**src/common/rv_pkg.sv**
```systemverilog
package rv_pkg;

    localparam int XLEN = 32;

    localparam logic [6:0] OPC_LUI    = 7'b0110111;
    localparam logic [6:0] OPC_AUIPC  = 7'b0010111;
    localparam logic [6:0] OPC_JAL    = 7'b1101111;
    localparam logic [6:0] OPC_JALR   = 7'b1100111;
    localparam logic [6:0] OPC_LOAD   = 7'b0000011;
    localparam logic [6:0] OPC_STORE  = 7'b0100011;
    localparam logic [6:0] OPC_BRANCH = 7'b1100011;
    localparam logic [6:0] OPC_OP_IMM = 7'b0010011;
    localparam logic [6:0] OPC_OP     = 7'b0110011;

    localparam logic [2:0] F3_ADD  = 3'b000; // Also sub when alt is set on OP.
    localparam logic [2:0] F3_SLL  = 3'b001;
    localparam logic [2:0] F3_SLT  = 3'b010;
    localparam logic [2:0] F3_SLTU = 3'b011;
    localparam logic [2:0] F3_XOR  = 3'b100;
    localparam logic [2:0] F3_SR   = 3'b101; // Srl, or sra when alt is set.
    localparam logic [2:0] F3_OR   = 3'b110;
    localparam logic [2:0] F3_AND  = 3'b111;

    localparam logic [2:0] F3_BEQ  = 3'b000;
    localparam logic [2:0] F3_BNE  = 3'b001;
    localparam logic [2:0] F3_BLT  = 3'b100;
    localparam logic [2:0] F3_BGE  = 3'b101;
    localparam logic [2:0] F3_BLTU = 3'b110;
    localparam logic [2:0] F3_BGEU = 3'b111;

    typedef struct packed {
        logic [6:0] funct7;
        logic [4:0] rs2;
        logic [4:0] rs1;
        logic [2:0] funct3;
        logic [4:0] rd;
        logic [6:0] opcode;
    } r_fields_t;

    typedef struct packed {
        logic [11:0] imm_11_0;
        logic [4:0]  rs1;
        logic [2:0]  funct3;
        logic [4:0]  rd;
        logic [6:0]  opcode;
    } i_fields_t;

    typedef struct packed {
        logic [6:0] imm_11_5;
        logic [4:0] rs2;
        logic [4:0] rs1;
        logic [2:0] funct3;
        logic [4:0] imm_4_0;
        logic [6:0] opcode;
    } s_fields_t;

    typedef struct packed {
        logic       imm_12;
        logic [5:0] imm_10_5;
        logic [4:0] rs2;
        logic [4:0] rs1;
        logic [2:0] funct3;
        logic [3:0] imm_4_1;
        logic       imm_11;
        logic [6:0] opcode;
    } b_fields_t;

    typedef struct packed {
        logic [19:0] imm_31_12;
        logic [4:0]  rd;
        logic [6:0]  opcode;
    } u_fields_t;

    typedef struct packed {
        logic       imm_20;
        logic [9:0] imm_10_1;
        logic       imm_11;
        logic [7:0] imm_19_12;
        logic [4:0] rd;
        logic [6:0] opcode;
    } j_fields_t;

    typedef union packed {
        r_fields_t r;
        i_fields_t i;
        s_fields_t s;
        b_fields_t b;
        u_fields_t u;
        j_fields_t j;
    } instr_word_u;

    typedef enum logic [3:0] {
        CLS_LUI,
        CLS_AUIPC,
        CLS_JAL,
        CLS_JALR,
        CLS_BRANCH,
        CLS_ALU_IMM,
        CLS_ALU_REG,
        CLS_LOAD,
        CLS_STORE,
        CLS_NONE
    } op_class_e;

endpackage

```
**src/common/core_ifs.sv**
```systemverilog
`timescale 1ns/1ps

interface exec_if;
    logic                     valid;
    logic                     ready;
    rv_pkg::op_class_e        op_class;
    logic [2:0]               funct3;
    logic                     alt;      // Bit 30 of the instruction word.
    logic [rv_pkg::XLEN-1:0]  pc;
    logic [rv_pkg::XLEN-1:0]  rs1_val;
    logic [rv_pkg::XLEN-1:0]  rs2_val;
    logic [rv_pkg::XLEN-1:0]  imm;
    logic [4:0]               rd;

    modport decode (output valid, op_class, funct3, alt, pc, rs1_val, rs2_val, imm, rd,
                    input ready);
    modport exec (input valid, op_class, funct3, alt, pc, rs1_val, rs2_val, imm, rd,
                  output ready);
endinterface

interface mem_if;
    logic                     req;
    logic                     we;
    logic [rv_pkg::XLEN-1:0]  addr;
    logic [rv_pkg::XLEN-1:0]  wdata;
    logic                     done;
    logic [rv_pkg::XLEN-1:0]  rdata;

    modport master (output req, we, addr, wdata, input done, rdata);
    modport slave (input req, we, addr, wdata, output done, rdata);
endinterface

interface retire_if;
    logic                     valid;
    logic [4:0]               rd;
    logic [rv_pkg::XLEN-1:0]  value;
    logic [rv_pkg::XLEN-1:0]  next_pc;

    modport source (output valid, rd, value, next_pc);
    modport sink (input valid, rd, value, next_pc);
endinterface

```
**src/decode/reg_file.sv**
```systemverilog
`timescale 1ns/1ps

module reg_file (
    input  logic                     clk,
    input  logic                     rst_n,
    input  logic [4:0]               rs1_addr,
    input  logic [4:0]               rs2_addr,
    output logic [rv_pkg::XLEN-1:0]  rs1_val,
    output logic [rv_pkg::XLEN-1:0]  rs2_val,
    retire_if.sink                   retire
);

    logic [rv_pkg::XLEN-1:0] regs [1:31]; // x0 has no storage.

    always_ff @(posedge clk or negedge rst_n) begin
        if (!rst_n) begin
            for (int i = 1; i < 32; i++) begin
                regs[i] <= '0;
            end
        end else if (retire.valid && retire.rd != 5'd0) begin
            regs[retire.rd] <= retire.value;
        end
    end

    assign rs1_val = (rs1_addr == 5'd0) ? '0 : regs[rs1_addr];
    assign rs2_val = (rs2_addr == 5'd0) ? '0 : regs[rs2_addr];

endmodule

```
**src/decode/instr_decode.sv**
```systemverilog
`timescale 1ns/1ps

module instr_decode #(
    parameter logic [rv_pkg::XLEN-1:0] RESET_PC = '0
) (
    input  logic                     clk,
    input  logic                     rst_n,
    output logic [rv_pkg::XLEN-1:0]  fetch_pc,
    input  logic [rv_pkg::XLEN-1:0]  instr,
    input  logic                     instr_valid,
    output logic                     instr_ready,
    exec_if.decode                   exe,
    retire_if.sink                   retire
);

    typedef enum logic [1:0] {S_RESET, S_IDLE, S_BUSY} state_e;

    state_e                   state;
    logic [rv_pkg::XLEN-1:0]  pc;
    logic                     accept;
    rv_pkg::instr_word_u      word;
    rv_pkg::op_class_e        cls;
    logic [rv_pkg::XLEN-1:0]  imm;
    logic [rv_pkg::XLEN-1:0]  rs1_val;
    logic [rv_pkg::XLEN-1:0]  rs2_val;

    assign word        = instr;
    assign fetch_pc    = pc;
    assign instr_ready = (state == S_IDLE);
    assign accept      = instr_valid && instr_ready;

    always_comb begin
        case (word.r.opcode)
            rv_pkg::OPC_LUI:    cls = rv_pkg::CLS_LUI;
            rv_pkg::OPC_AUIPC:  cls = rv_pkg::CLS_AUIPC;
            rv_pkg::OPC_JAL:    cls = rv_pkg::CLS_JAL;
            rv_pkg::OPC_JALR:   cls = rv_pkg::CLS_JALR;
            rv_pkg::OPC_BRANCH: cls = rv_pkg::CLS_BRANCH;
            rv_pkg::OPC_OP_IMM: cls = rv_pkg::CLS_ALU_IMM;
            rv_pkg::OPC_OP:     cls = rv_pkg::CLS_ALU_REG;
            rv_pkg::OPC_LOAD:   cls = rv_pkg::CLS_LOAD;
            rv_pkg::OPC_STORE:  cls = rv_pkg::CLS_STORE;
            default:            cls = rv_pkg::CLS_NONE;
        endcase
    end

    always_comb begin
        case (cls)
            rv_pkg::CLS_LUI, rv_pkg::CLS_AUIPC:
                imm = {word.u.imm_31_12, 12'b0};
            rv_pkg::CLS_JAL:
                imm = {{11{word.j.imm_20}}, word.j.imm_20, word.j.imm_19_12,
                       word.j.imm_11, word.j.imm_10_1, 1'b0};
            rv_pkg::CLS_BRANCH:
                imm = {{19{word.b.imm_12}}, word.b.imm_12, word.b.imm_11,
                       word.b.imm_10_5, word.b.imm_4_1, 1'b0};
            rv_pkg::CLS_STORE:
                imm = {{20{word.s.imm_11_5[6]}}, word.s.imm_11_5, word.s.imm_4_0};
            rv_pkg::CLS_ALU_REG, rv_pkg::CLS_NONE:
                imm = '0;
            default:
                imm = {{20{word.i.imm_11_0[11]}}, word.i.imm_11_0};
        endcase
    end

    reg_file i_reg_file (
        .clk      (clk),
        .rst_n    (rst_n),
        .rs1_addr (word.r.rs1),
        .rs2_addr (word.r.rs2),
        .rs1_val  (rs1_val),
        .rs2_val  (rs2_val),
        .retire   (retire)
    );

    always_ff @(posedge clk or negedge rst_n) begin
        if (!rst_n) begin
            state     <= S_RESET;
            pc        <= RESET_PC;
            exe.valid <= 1'b0;
        end else begin
            case (state)
                S_RESET: state <= S_IDLE;
                S_IDLE: begin
                    if (accept) begin
                        state     <= S_BUSY;
                        exe.valid <= 1'b1;
                    end
                end
                default: begin
                    if (exe.ready) begin
                        exe.valid <= 1'b0;
                    end
                    if (retire.valid) begin
                        state <= S_IDLE;
                        pc    <= retire.next_pc; // Fetch resumes at the new pc.
                    end
                end
            endcase
        end
    end

    always_ff @(posedge clk) begin
        if (accept) begin
            exe.op_class <= cls;
            exe.funct3   <= word.r.funct3;
            exe.alt      <= word.r.funct7[5];
            exe.pc       <= pc;
            exe.rs1_val  <= rs1_val;
            exe.rs2_val  <= rs2_val;
            exe.imm      <= imm;
            exe.rd       <= word.r.rd;
        end
    end

endmodule

```
**src/exec/exec_unit.sv**
```systemverilog
`timescale 1ns/1ps

module exec_unit (
    input  logic     clk,
    input  logic     rst_n,
    exec_if.exec     exe,
    mem_if.master    mem,
    retire_if.source retire
);

    localparam int XLEN = rv_pkg::XLEN;

    logic            take;
    logic            is_mem;
    logic            is_store;
    logic            taken;
    logic [XLEN-1:0] op_b;
    logic [4:0]      shamt;
    logic [XLEN-1:0] alu;
    logic [XLEN-1:0] pc_plus4;
    logic [XLEN-1:0] pc_imm;
    logic [XLEN-1:0] addr_sum;
    logic [XLEN-1:0] value_res;
    logic [XLEN-1:0] next_res;
    logic [4:0]      rd_res;

    assign exe.ready = exe.valid && !mem.req; // The mem request doubles as the busy flag.
    assign take      = exe.valid && exe.ready;
    assign is_store  = (exe.op_class == rv_pkg::CLS_STORE);
    assign is_mem    = is_store || (exe.op_class == rv_pkg::CLS_LOAD);

    assign op_b     = (exe.op_class == rv_pkg::CLS_ALU_REG) ? exe.rs2_val : exe.imm;
    assign shamt    = op_b[4:0];
    assign pc_plus4 = exe.pc + 32'd4;
    assign pc_imm   = exe.pc + exe.imm;
    assign addr_sum = exe.rs1_val + exe.imm;

    always_comb begin
        case (exe.funct3)
            rv_pkg::F3_ADD: begin
                if (exe.op_class == rv_pkg::CLS_ALU_REG && exe.alt) begin
                    alu = exe.rs1_val - op_b;
                end else begin
                    alu = exe.rs1_val + op_b;
                end
            end
            rv_pkg::F3_SLL:  alu = exe.rs1_val << shamt;
            rv_pkg::F3_SLT:  alu = {31'b0, $signed(exe.rs1_val) < $signed(op_b)};
            rv_pkg::F3_SLTU: alu = {31'b0, exe.rs1_val < op_b};
            rv_pkg::F3_XOR:  alu = exe.rs1_val ^ op_b;
            rv_pkg::F3_SR:   alu = exe.alt ? XLEN'($signed(exe.rs1_val) >>> shamt)
                                           : exe.rs1_val >> shamt;
            rv_pkg::F3_OR:   alu = exe.rs1_val | op_b;
            default:         alu = exe.rs1_val & op_b;
        endcase
    end

    always_comb begin
        case (exe.funct3)
            rv_pkg::F3_BEQ:  taken = (exe.rs1_val == exe.rs2_val);
            rv_pkg::F3_BNE:  taken = (exe.rs1_val != exe.rs2_val);
            rv_pkg::F3_BLT:  taken = ($signed(exe.rs1_val) < $signed(exe.rs2_val));
            rv_pkg::F3_BGE:  taken = ($signed(exe.rs1_val) >= $signed(exe.rs2_val));
            rv_pkg::F3_BLTU: taken = (exe.rs1_val < exe.rs2_val);
            rv_pkg::F3_BGEU: taken = (exe.rs1_val >= exe.rs2_val);
            default:         taken = 1'b0;
        endcase
    end

    always_comb begin
        value_res = '0;
        next_res  = pc_plus4;
        rd_res    = exe.rd;
        case (exe.op_class)
            rv_pkg::CLS_LUI:   value_res = exe.imm;
            rv_pkg::CLS_AUIPC: value_res = pc_imm;
            rv_pkg::CLS_JAL: begin
                value_res = pc_plus4;
                next_res  = pc_imm;
            end
            rv_pkg::CLS_JALR: begin
                value_res = pc_plus4;
                next_res  = {addr_sum[XLEN-1:1], 1'b0};
            end
            rv_pkg::CLS_BRANCH: begin
                rd_res = 5'd0;
                if (taken) begin
                    next_res = pc_imm;
                end
            end
            rv_pkg::CLS_ALU_IMM, rv_pkg::CLS_ALU_REG: value_res = alu;
            rv_pkg::CLS_LOAD: ;   // Value arrives with mem done.
            default: rd_res = 5'd0; // Stores and unknown opcodes write nothing.
        endcase
    end

    always_ff @(posedge clk or negedge rst_n) begin
        if (!rst_n) begin
            mem.req      <= 1'b0;
            retire.valid <= 1'b0;
        end else begin
            retire.valid <= 1'b0;
            if (take) begin
                mem.req      <= is_mem;
                retire.valid <= !is_mem;
            end else if (mem.req && mem.done) begin
                mem.req      <= 1'b0;
                retire.valid <= 1'b1;
            end
        end
    end

    // The retire fields set at take stay put through a memory wait.
    always_ff @(posedge clk) begin
        if (take) begin
            retire.rd      <= rd_res;
            retire.value   <= value_res;
            retire.next_pc <= next_res;
            mem.addr       <= addr_sum;
            mem.we         <= is_store;
            mem.wdata      <= exe.rs2_val;
        end else if (mem.req && mem.done && !mem.we) begin
            retire.value <= mem.rdata;
        end
    end

endmodule

```
**src/lsu/axil_data_port.sv**
```systemverilog
`timescale 1ns/1ps

module axil_data_port (
    input  logic                     clk,
    input  logic                     rst_n,
    mem_if.slave                     mem,
    output logic [rv_pkg::XLEN-1:0]  awaddr,
    output logic                     awvalid,
    input  logic                     awready,
    output logic [rv_pkg::XLEN-1:0]  wdata,
    output logic [3:0]               wstrb,
    output logic                     wvalid,
    input  logic                     wready,
    input  logic [1:0]               bresp,   // Accepted and ignored.
    input  logic                     bvalid,
    output logic                     bready,
    output logic [rv_pkg::XLEN-1:0]  araddr,
    output logic                     arvalid,
    input  logic                     arready,
    input  logic [rv_pkg::XLEN-1:0]  rdata,
    input  logic [1:0]               rresp,   // Accepted and ignored.
    input  logic                     rvalid,
    output logic                     rready
);

    typedef enum logic [1:0] {S_IDLE, S_WRITE, S_READ} state_e;

    state_e state;

    // Address and data are held by the requester until done.
    assign awaddr = mem.addr;
    assign araddr = mem.addr;
    assign wdata  = mem.wdata;
    assign wstrb  = 4'hf;
    assign bready = (state == S_WRITE);
    assign rready = (state == S_READ);

    assign mem.done  = (bready && bvalid) || (rready && rvalid);
    assign mem.rdata = rdata;

    always_ff @(posedge clk or negedge rst_n) begin
        if (!rst_n) begin
            state   <= S_IDLE;
            awvalid <= 1'b0;
            wvalid  <= 1'b0;
            arvalid <= 1'b0;
        end else begin
            case (state)
                S_IDLE: begin
                    if (mem.req && mem.we) begin
                        state   <= S_WRITE;
                        awvalid <= 1'b1;
                        wvalid  <= 1'b1;
                    end else if (mem.req) begin
                        state   <= S_READ;
                        arvalid <= 1'b1;
                    end
                end
                S_WRITE: begin
                    if (awready) begin
                        awvalid <= 1'b0;
                    end
                    if (wready) begin
                        wvalid <= 1'b0;
                    end
                    if (bvalid) begin
                        state <= S_IDLE;
                    end
                end
                default: begin
                    if (arready) begin
                        arvalid <= 1'b0;
                    end
                    if (rvalid) begin
                        state <= S_IDLE;
                    end
                end
            endcase
        end
    end

endmodule

```
**src/rv_core.sv**
```systemverilog
`timescale 1ns/1ps

module rv_core #(
    parameter logic [rv_pkg::XLEN-1:0] RESET_PC = '0
) (
    input  logic                     clk,
    input  logic                     rst_n,
    output logic [rv_pkg::XLEN-1:0]  fetch_pc,
    input  logic [rv_pkg::XLEN-1:0]  instr,
    input  logic                     instr_valid,
    output logic                     instr_ready,
    output logic [rv_pkg::XLEN-1:0]  awaddr,
    output logic                     awvalid,
    input  logic                     awready,
    output logic [rv_pkg::XLEN-1:0]  wdata,
    output logic [3:0]               wstrb,
    output logic                     wvalid,
    input  logic                     wready,
    input  logic [1:0]               bresp,
    input  logic                     bvalid,
    output logic                     bready,
    output logic [rv_pkg::XLEN-1:0]  araddr,
    output logic                     arvalid,
    input  logic                     arready,
    input  logic [rv_pkg::XLEN-1:0]  rdata,
    input  logic [1:0]               rresp,
    input  logic                     rvalid,
    output logic                     rready,
    output logic                     retire_valid,
    output logic [rv_pkg::XLEN-1:0]  retire_pc,
    output logic [4:0]               retire_rd,
    output logic [rv_pkg::XLEN-1:0]  retire_value
);

    exec_if   exe_ch ();
    mem_if    mem_ch ();
    retire_if ret_ch ();

    instr_decode #(
        .RESET_PC (RESET_PC)
    ) i_instr_decode (
        .clk         (clk),
        .rst_n       (rst_n),
        .fetch_pc    (fetch_pc),
        .instr       (instr),
        .instr_valid (instr_valid),
        .instr_ready (instr_ready),
        .exe         (exe_ch),
        .retire      (ret_ch)
    );

    exec_unit i_exec_unit (
        .clk    (clk),
        .rst_n  (rst_n),
        .exe    (exe_ch),
        .mem    (mem_ch),
        .retire (ret_ch)
    );

    axil_data_port i_axil_data_port (
        .clk     (clk),
        .rst_n   (rst_n),
        .mem     (mem_ch),
        .awaddr  (awaddr),
        .awvalid (awvalid),
        .awready (awready),
        .wdata   (wdata),
        .wstrb   (wstrb),
        .wvalid  (wvalid),
        .wready  (wready),
        .bresp   (bresp),
        .bvalid  (bvalid),
        .bready  (bready),
        .araddr  (araddr),
        .arvalid (arvalid),
        .arready (arready),
        .rdata   (rdata),
        .rresp   (rresp),
        .rvalid  (rvalid),
        .rready  (rready)
    );

    // The pc only moves at the edge that ends the retire beat.
    assign retire_pc    = fetch_pc;
    assign retire_valid = ret_ch.valid;
    assign retire_rd    = ret_ch.rd;
    assign retire_value = ret_ch.value;

endmodule

```
**config.mk**
```make
export PLATFORM = sky130hd
export DESIGN_NAME = rv_core
export DESIGN_NICKNAME = d
export VERILOG_FILES = /design/src/common/rv_pkg.sv /design/src/common/core_ifs.sv /design/src/decode/reg_file.sv /design/src/decode/instr_decode.sv /design/src/exec/exec_unit.sv /design/src/lsu/axil_data_port.sv /design/src/rv_core.sv
export SDC_FILE = /design/constraint.sdc
export NUM_CORES = 2
export LEC_CHECK = 0
export ABC_CLOCK_PERIOD_IN_PS = 6600
export BUFFER_PORTS_ARGS = -buffer_cell sky130_fd_sc_hd__buf_2
export CORE_MARGIN = 5
export CORE_UTILIZATION = 30
export DETAILED_ROUTE_END_ITERATION = 6
export MAX_ROUTING_LAYER = met4
export SLEW_MARGIN = 20
export SYNTH_ARGS = -nofsm -noshare
export SYNTH_HDL_FRONTEND = slang
export SYNTH_HIERARCHICAL = 1
export SYNTH_SLANG_ARGS = --single-unit
```
**constraint.sdc**
```tcl
create_clock -name clk -period 6.6 [get_ports clk]
set_input_delay 0.66 -clock clk [delete_from_list [all_inputs] [get_ports clk]]
set_output_delay 0.66 -clock clk [all_outputs]
set_load 0.05 [all_outputs]
```
==> impl_results.md <==
* Number of global-route vias before repair at 62064
* Combinational share of power at 43.8%
* Clock Tree Buf Depth at 3
* Crit path cell chain: and4bb_2 -> mux2_2 -> ha_1 -> fa_1 -> a211oi_1 -> o211ai_1 -> a41oi_1 -> o21ai_1 -> a31oi_1 -> o21ai_1 -> a211oi_1 -> nor3_1 -> a311oi_1 -> nand4_1
* Core Region at 268000 µm²
* Setup slack, reg-to-reg at 0.92 ns
* Reg2reg end: i_exec_unit/retire.value[30]
* Final-report max-slew violation count at 0
* Seq. cell area at 34100 µm²
* Num CTS Buffers at 151
* Worst-Skew Late Latency at 0.85 ns
* Endpoint class of the critical path: register
* Setup TNS at 0 ns
* DRC Markers at 1
* Synth warn at 6
* Failing checks: DRC
* Area share of the largest cell type after synthesis at 32.1%
* R2r worst-path depth at 14
* Most frequent cell after synthesis: mux2_2
* Post-layout min period at 5.68 ns
* Synth top area cells: dfrtp_1 (32%), mux2_2 (16%), edfxtp_1 (10%)
* Worst slew margin at 18.3%
* Sequential share of power at 35.5%
* Filler cells at 26576
* Maximum VDD drop at 252 µV
* Post-synth top area cell: dfrtp_1
* # clock sinks at 1309
* Initial antenna violation count at 26
* Worst Path Arrival at 6.16 ns
* Fin util at 33.6%
* CP startpoint: i_instr_decode/exe.op_class[3]
* TritonRoute pass-1 iters at 7
* CTS tree: done
* Status: finished with violations
* Switching Share at 43.6%
* Die Wd at 528 µm
* Largest net degree at the start of global routing at 178
* Cell at the slowest stage of the critical path: and4bb_2
* PortBufs at 275
* Post-synth EDFFs at 275
* Global-route wire length before repair at 473000 µm
* Final-stage net count at 7219
* Metal-1 WL at 136000 µm
* Highest clock rate at 0.176 GHz
* Syn_area_per_cell at 11.4 µm²
* Total track usage at 23.9%
* CP Class: register to register
* Worst setup path end: i_exec_unit/retire.value[30]
* Ys async rst share at 79.0%
* Top cells by count, synth: mux2_2 (1174), dfrtp_1 (1034), mux2i_1 (699), o22ai_1 (304), a21oi_1 (302)
* H-tree depth at 4
* Overflow after GRT at 0
* Psw at 18.2 mW
* Worst Hold Class: input port to register
* P_leak at 38.8 nW
* Synth cell types at 112
* Worst Max-Slew Pin Slew at 1.21 ns
* HPWL Detailed at 230000 µm
* CTS clock-pin slew for the worst setup and hold paths at 0.06 ns
* Sequential area share after synthesis at 42.4%
* Layout cells sized above 1 at 30.5%
* Worst R2R Start: i_instr_decode/exe.op_class[3]
* # rows at 190
* Critical Path RT at 7.08 ns
* Clock Skews at 0.0499 ns
* Drt initial violations at 7151
* CP top delay family: compound AO/OA/AOI/OAI gates
* CP bufs+invs at 0
* Post-CTS sizing at 0
* Initial Utilization at 30.1%
* Pwr per Cell Area at 464 nW/µm²
* Max Used Layer: met4
* Pint at 23.5 mW
* Total Routed Length at 338000 µm
* RSZ-0062 raised after global routing: false
* Area Overhead vs Synth at 11.6%
* Part of the cycle the worst path needs at 86.0%
* DP Area at 84600 µm²
* CP max FO at 11
* Footprint of the multi-input gates at 42300 µm²
* Die ar. at 279000 µm²
* Gate Count Post-Synth at 7056
* Height of the die at 528 µm
* Synth Flop Type: dfrtp_1
* Critical Path Source Type: register
* WL per Instance at 31.7 µm
* Synthesized flop and latch total at 1309
* Clk root buf: clkbuf_16
* CP max stage delay at 0.66 ns
* WP depth at 14
* Setup-failing EPs final at 0
* Hold Fails Final Rpt at 0
* Synth Cell Area at 80500 µm²
* Via count at 63138
* Vias/cell at 5.93
* RD Place Congestion at 1.03
* DR WL met2 at 152000 µm
* Clock share of power at 20.7%
* DRT antenna net count at 0
* Design Area, Final at 89800 µm²
* I/O Pins at 284
* Max Cap Viol at 0
* Metal3 WL at 27800 µm
area by class of cell:
class                   count  share of cell area [%]
flip-flops and latches   1309                    38.0
inverters                 155                   0.659
clock inverters            55                   0.800
clock buffers             220                    4.88
multi-input cells        4844                    47.0
well taps                3552                    4.95
diodes                     16                  0.0446
repair buffers            493                    3.62
power groups by stage:
stage          registers, mW  logic [mW]  clock network (mW)
6_report                14.8        18.3                8.62
5_1_grt                 15.1        19.2                9.11
4_1_cts                 14.8        17.9                8.76
3_5_place_dp            14.9        17.9                   0
3_3_place_gp            14.7        17.6                   0
2_1_floorplan           14.4        12.4                   0
worst min-delay path by stage:
stage / from / to / slack (ns) / cells past startpoint
floorplan: rst_n / i_axil_data_port/arvalid / 0.36 / 0
global placement: i_exec_unit/retire.next_pc[13] / i_instr_decode/fetch_pc[13] / 0.46 / 1
detailed placement: i_exec_unit/retire.next_pc[1] / i_instr_decode/fetch_pc[1] / 0.46 / 1
CTS: instr[13] / i_instr_decode/exe.funct3[1] / 0.005 / 1
global route: instr[13] / i_instr_decode/exe.funct3[1] / 0.03 / 1
finish: instr[13] / i_instr_decode/exe.funct3[1] / 0.06 / 1
metal layers:
| metal | track usage [%] | vias up |
|---|---|---|
| met5 | - | - |
| met3 | 4.87 | 857 |
| li1 | - | 26350 |
| met4 | 13.3 | 0 |
| met2 | 36.5 | 3262 |
| met1 | 29.8 | 32669 |
layout by cell type, fill, tap and decap left out, types with 47 or more instances in the layout:
cell and count:
ha_1 186, a21oi_1 302, clkbuf_16 152, buf_2 268
nand3_1 65, nor4_1 47, edfxtp_1 275, nand2_1 260
mux2i_1 697, nor2_1 201, a22oi_1 97, o21ai_0 174
or3_1 49, nor2b_1 57, a221oi_1 47, xnor2_1 78
a211oi_1 111, mux2_2 1174, mux4_2 131, dfrtp_1 1034
o22ai_1 304, inv_1 146, nor3_1 184, buf_4 201
state kept, by name (all words and copies together) (netlist names):
register                        cells
i_axil_data_port/arvalid            1
i_axil_data_port/awvalid            1
i_axil_data_port/state              2
i_axil_data_port/wvalid             1
i_exec_unit/mem.addr               32
i_exec_unit/mem.req                 1
i_exec_unit/mem.wdata              32
i_exec_unit/mem.we                  1
i_exec_unit/retire.next_pc         32
i_exec_unit/retire.rd               5
i_exec_unit/retire.valid            1
i_exec_unit/retire.value           32
i_instr_decode/exe.alt              1
i_instr_decode/exe.funct3           3
i_instr_decode/exe.imm             32
i_instr_decode/exe.op_class         4
i_instr_decode/exe.pc              32
i_instr_decode/exe.rd               5
i_instr_decode/exe.rs1_val         32
i_instr_decode/exe.rs2_val         32
i_instr_decode/exe.valid            1
i_instr_decode/fetch_pc            32
i_instr_decode/i_reg_file/regs    992
i_instr_decode/state                2
worst reg2reg max path, cell delays in order (launching register included):
cell      delay, ns
edfxtp_1       0.54
and4bb_2       0.66
mux2_2         0.44
ha_1           0.23
fa_1           0.45
a211oi_1       0.44
o211ai_1       0.20
a41oi_1        0.50
o21ai_1        0.38
a31oi_1        0.41
o21ai_1        0.14
a211oi_1       0.39
nor3_1         0.09
a311oi_1       0.31
nand4_1        0.16
cell families after synthesis:
family	count (synthesis)	synth area share, %
AOI/OAI and AO/OA	1433	12.1
xor gates and xnor gates	122	1.33
adders and majority gates	189	2.97
buffers and inverters	906	5.55
DFF	1309	42.4
muxes	2023	29.1
other	1	0.00466
and+or+nand+nor	1073	6.61
through the flow:
stage	hold slack [ns]	power [mW]	setup WS [ns]	cells
floorplan	0.364	26.8	1.84	7059
global placement	0.456	32.3	1.10	10344
detailed placement	0.464	32.8	1.10	10346
CTS	0.00480	41.5	1.04	10622
global route	0.0308	43.4	0.802	10641
finish	0.0557	41.7	0.923	10644
repair_timing:
item                                   4_1_cts  5_1_grt
setup buffers                                0        0
hold buffers                                 1        0
endpoints found under the hold margin       62        0
Note: power is estimated with default switching activity, not from simulation.
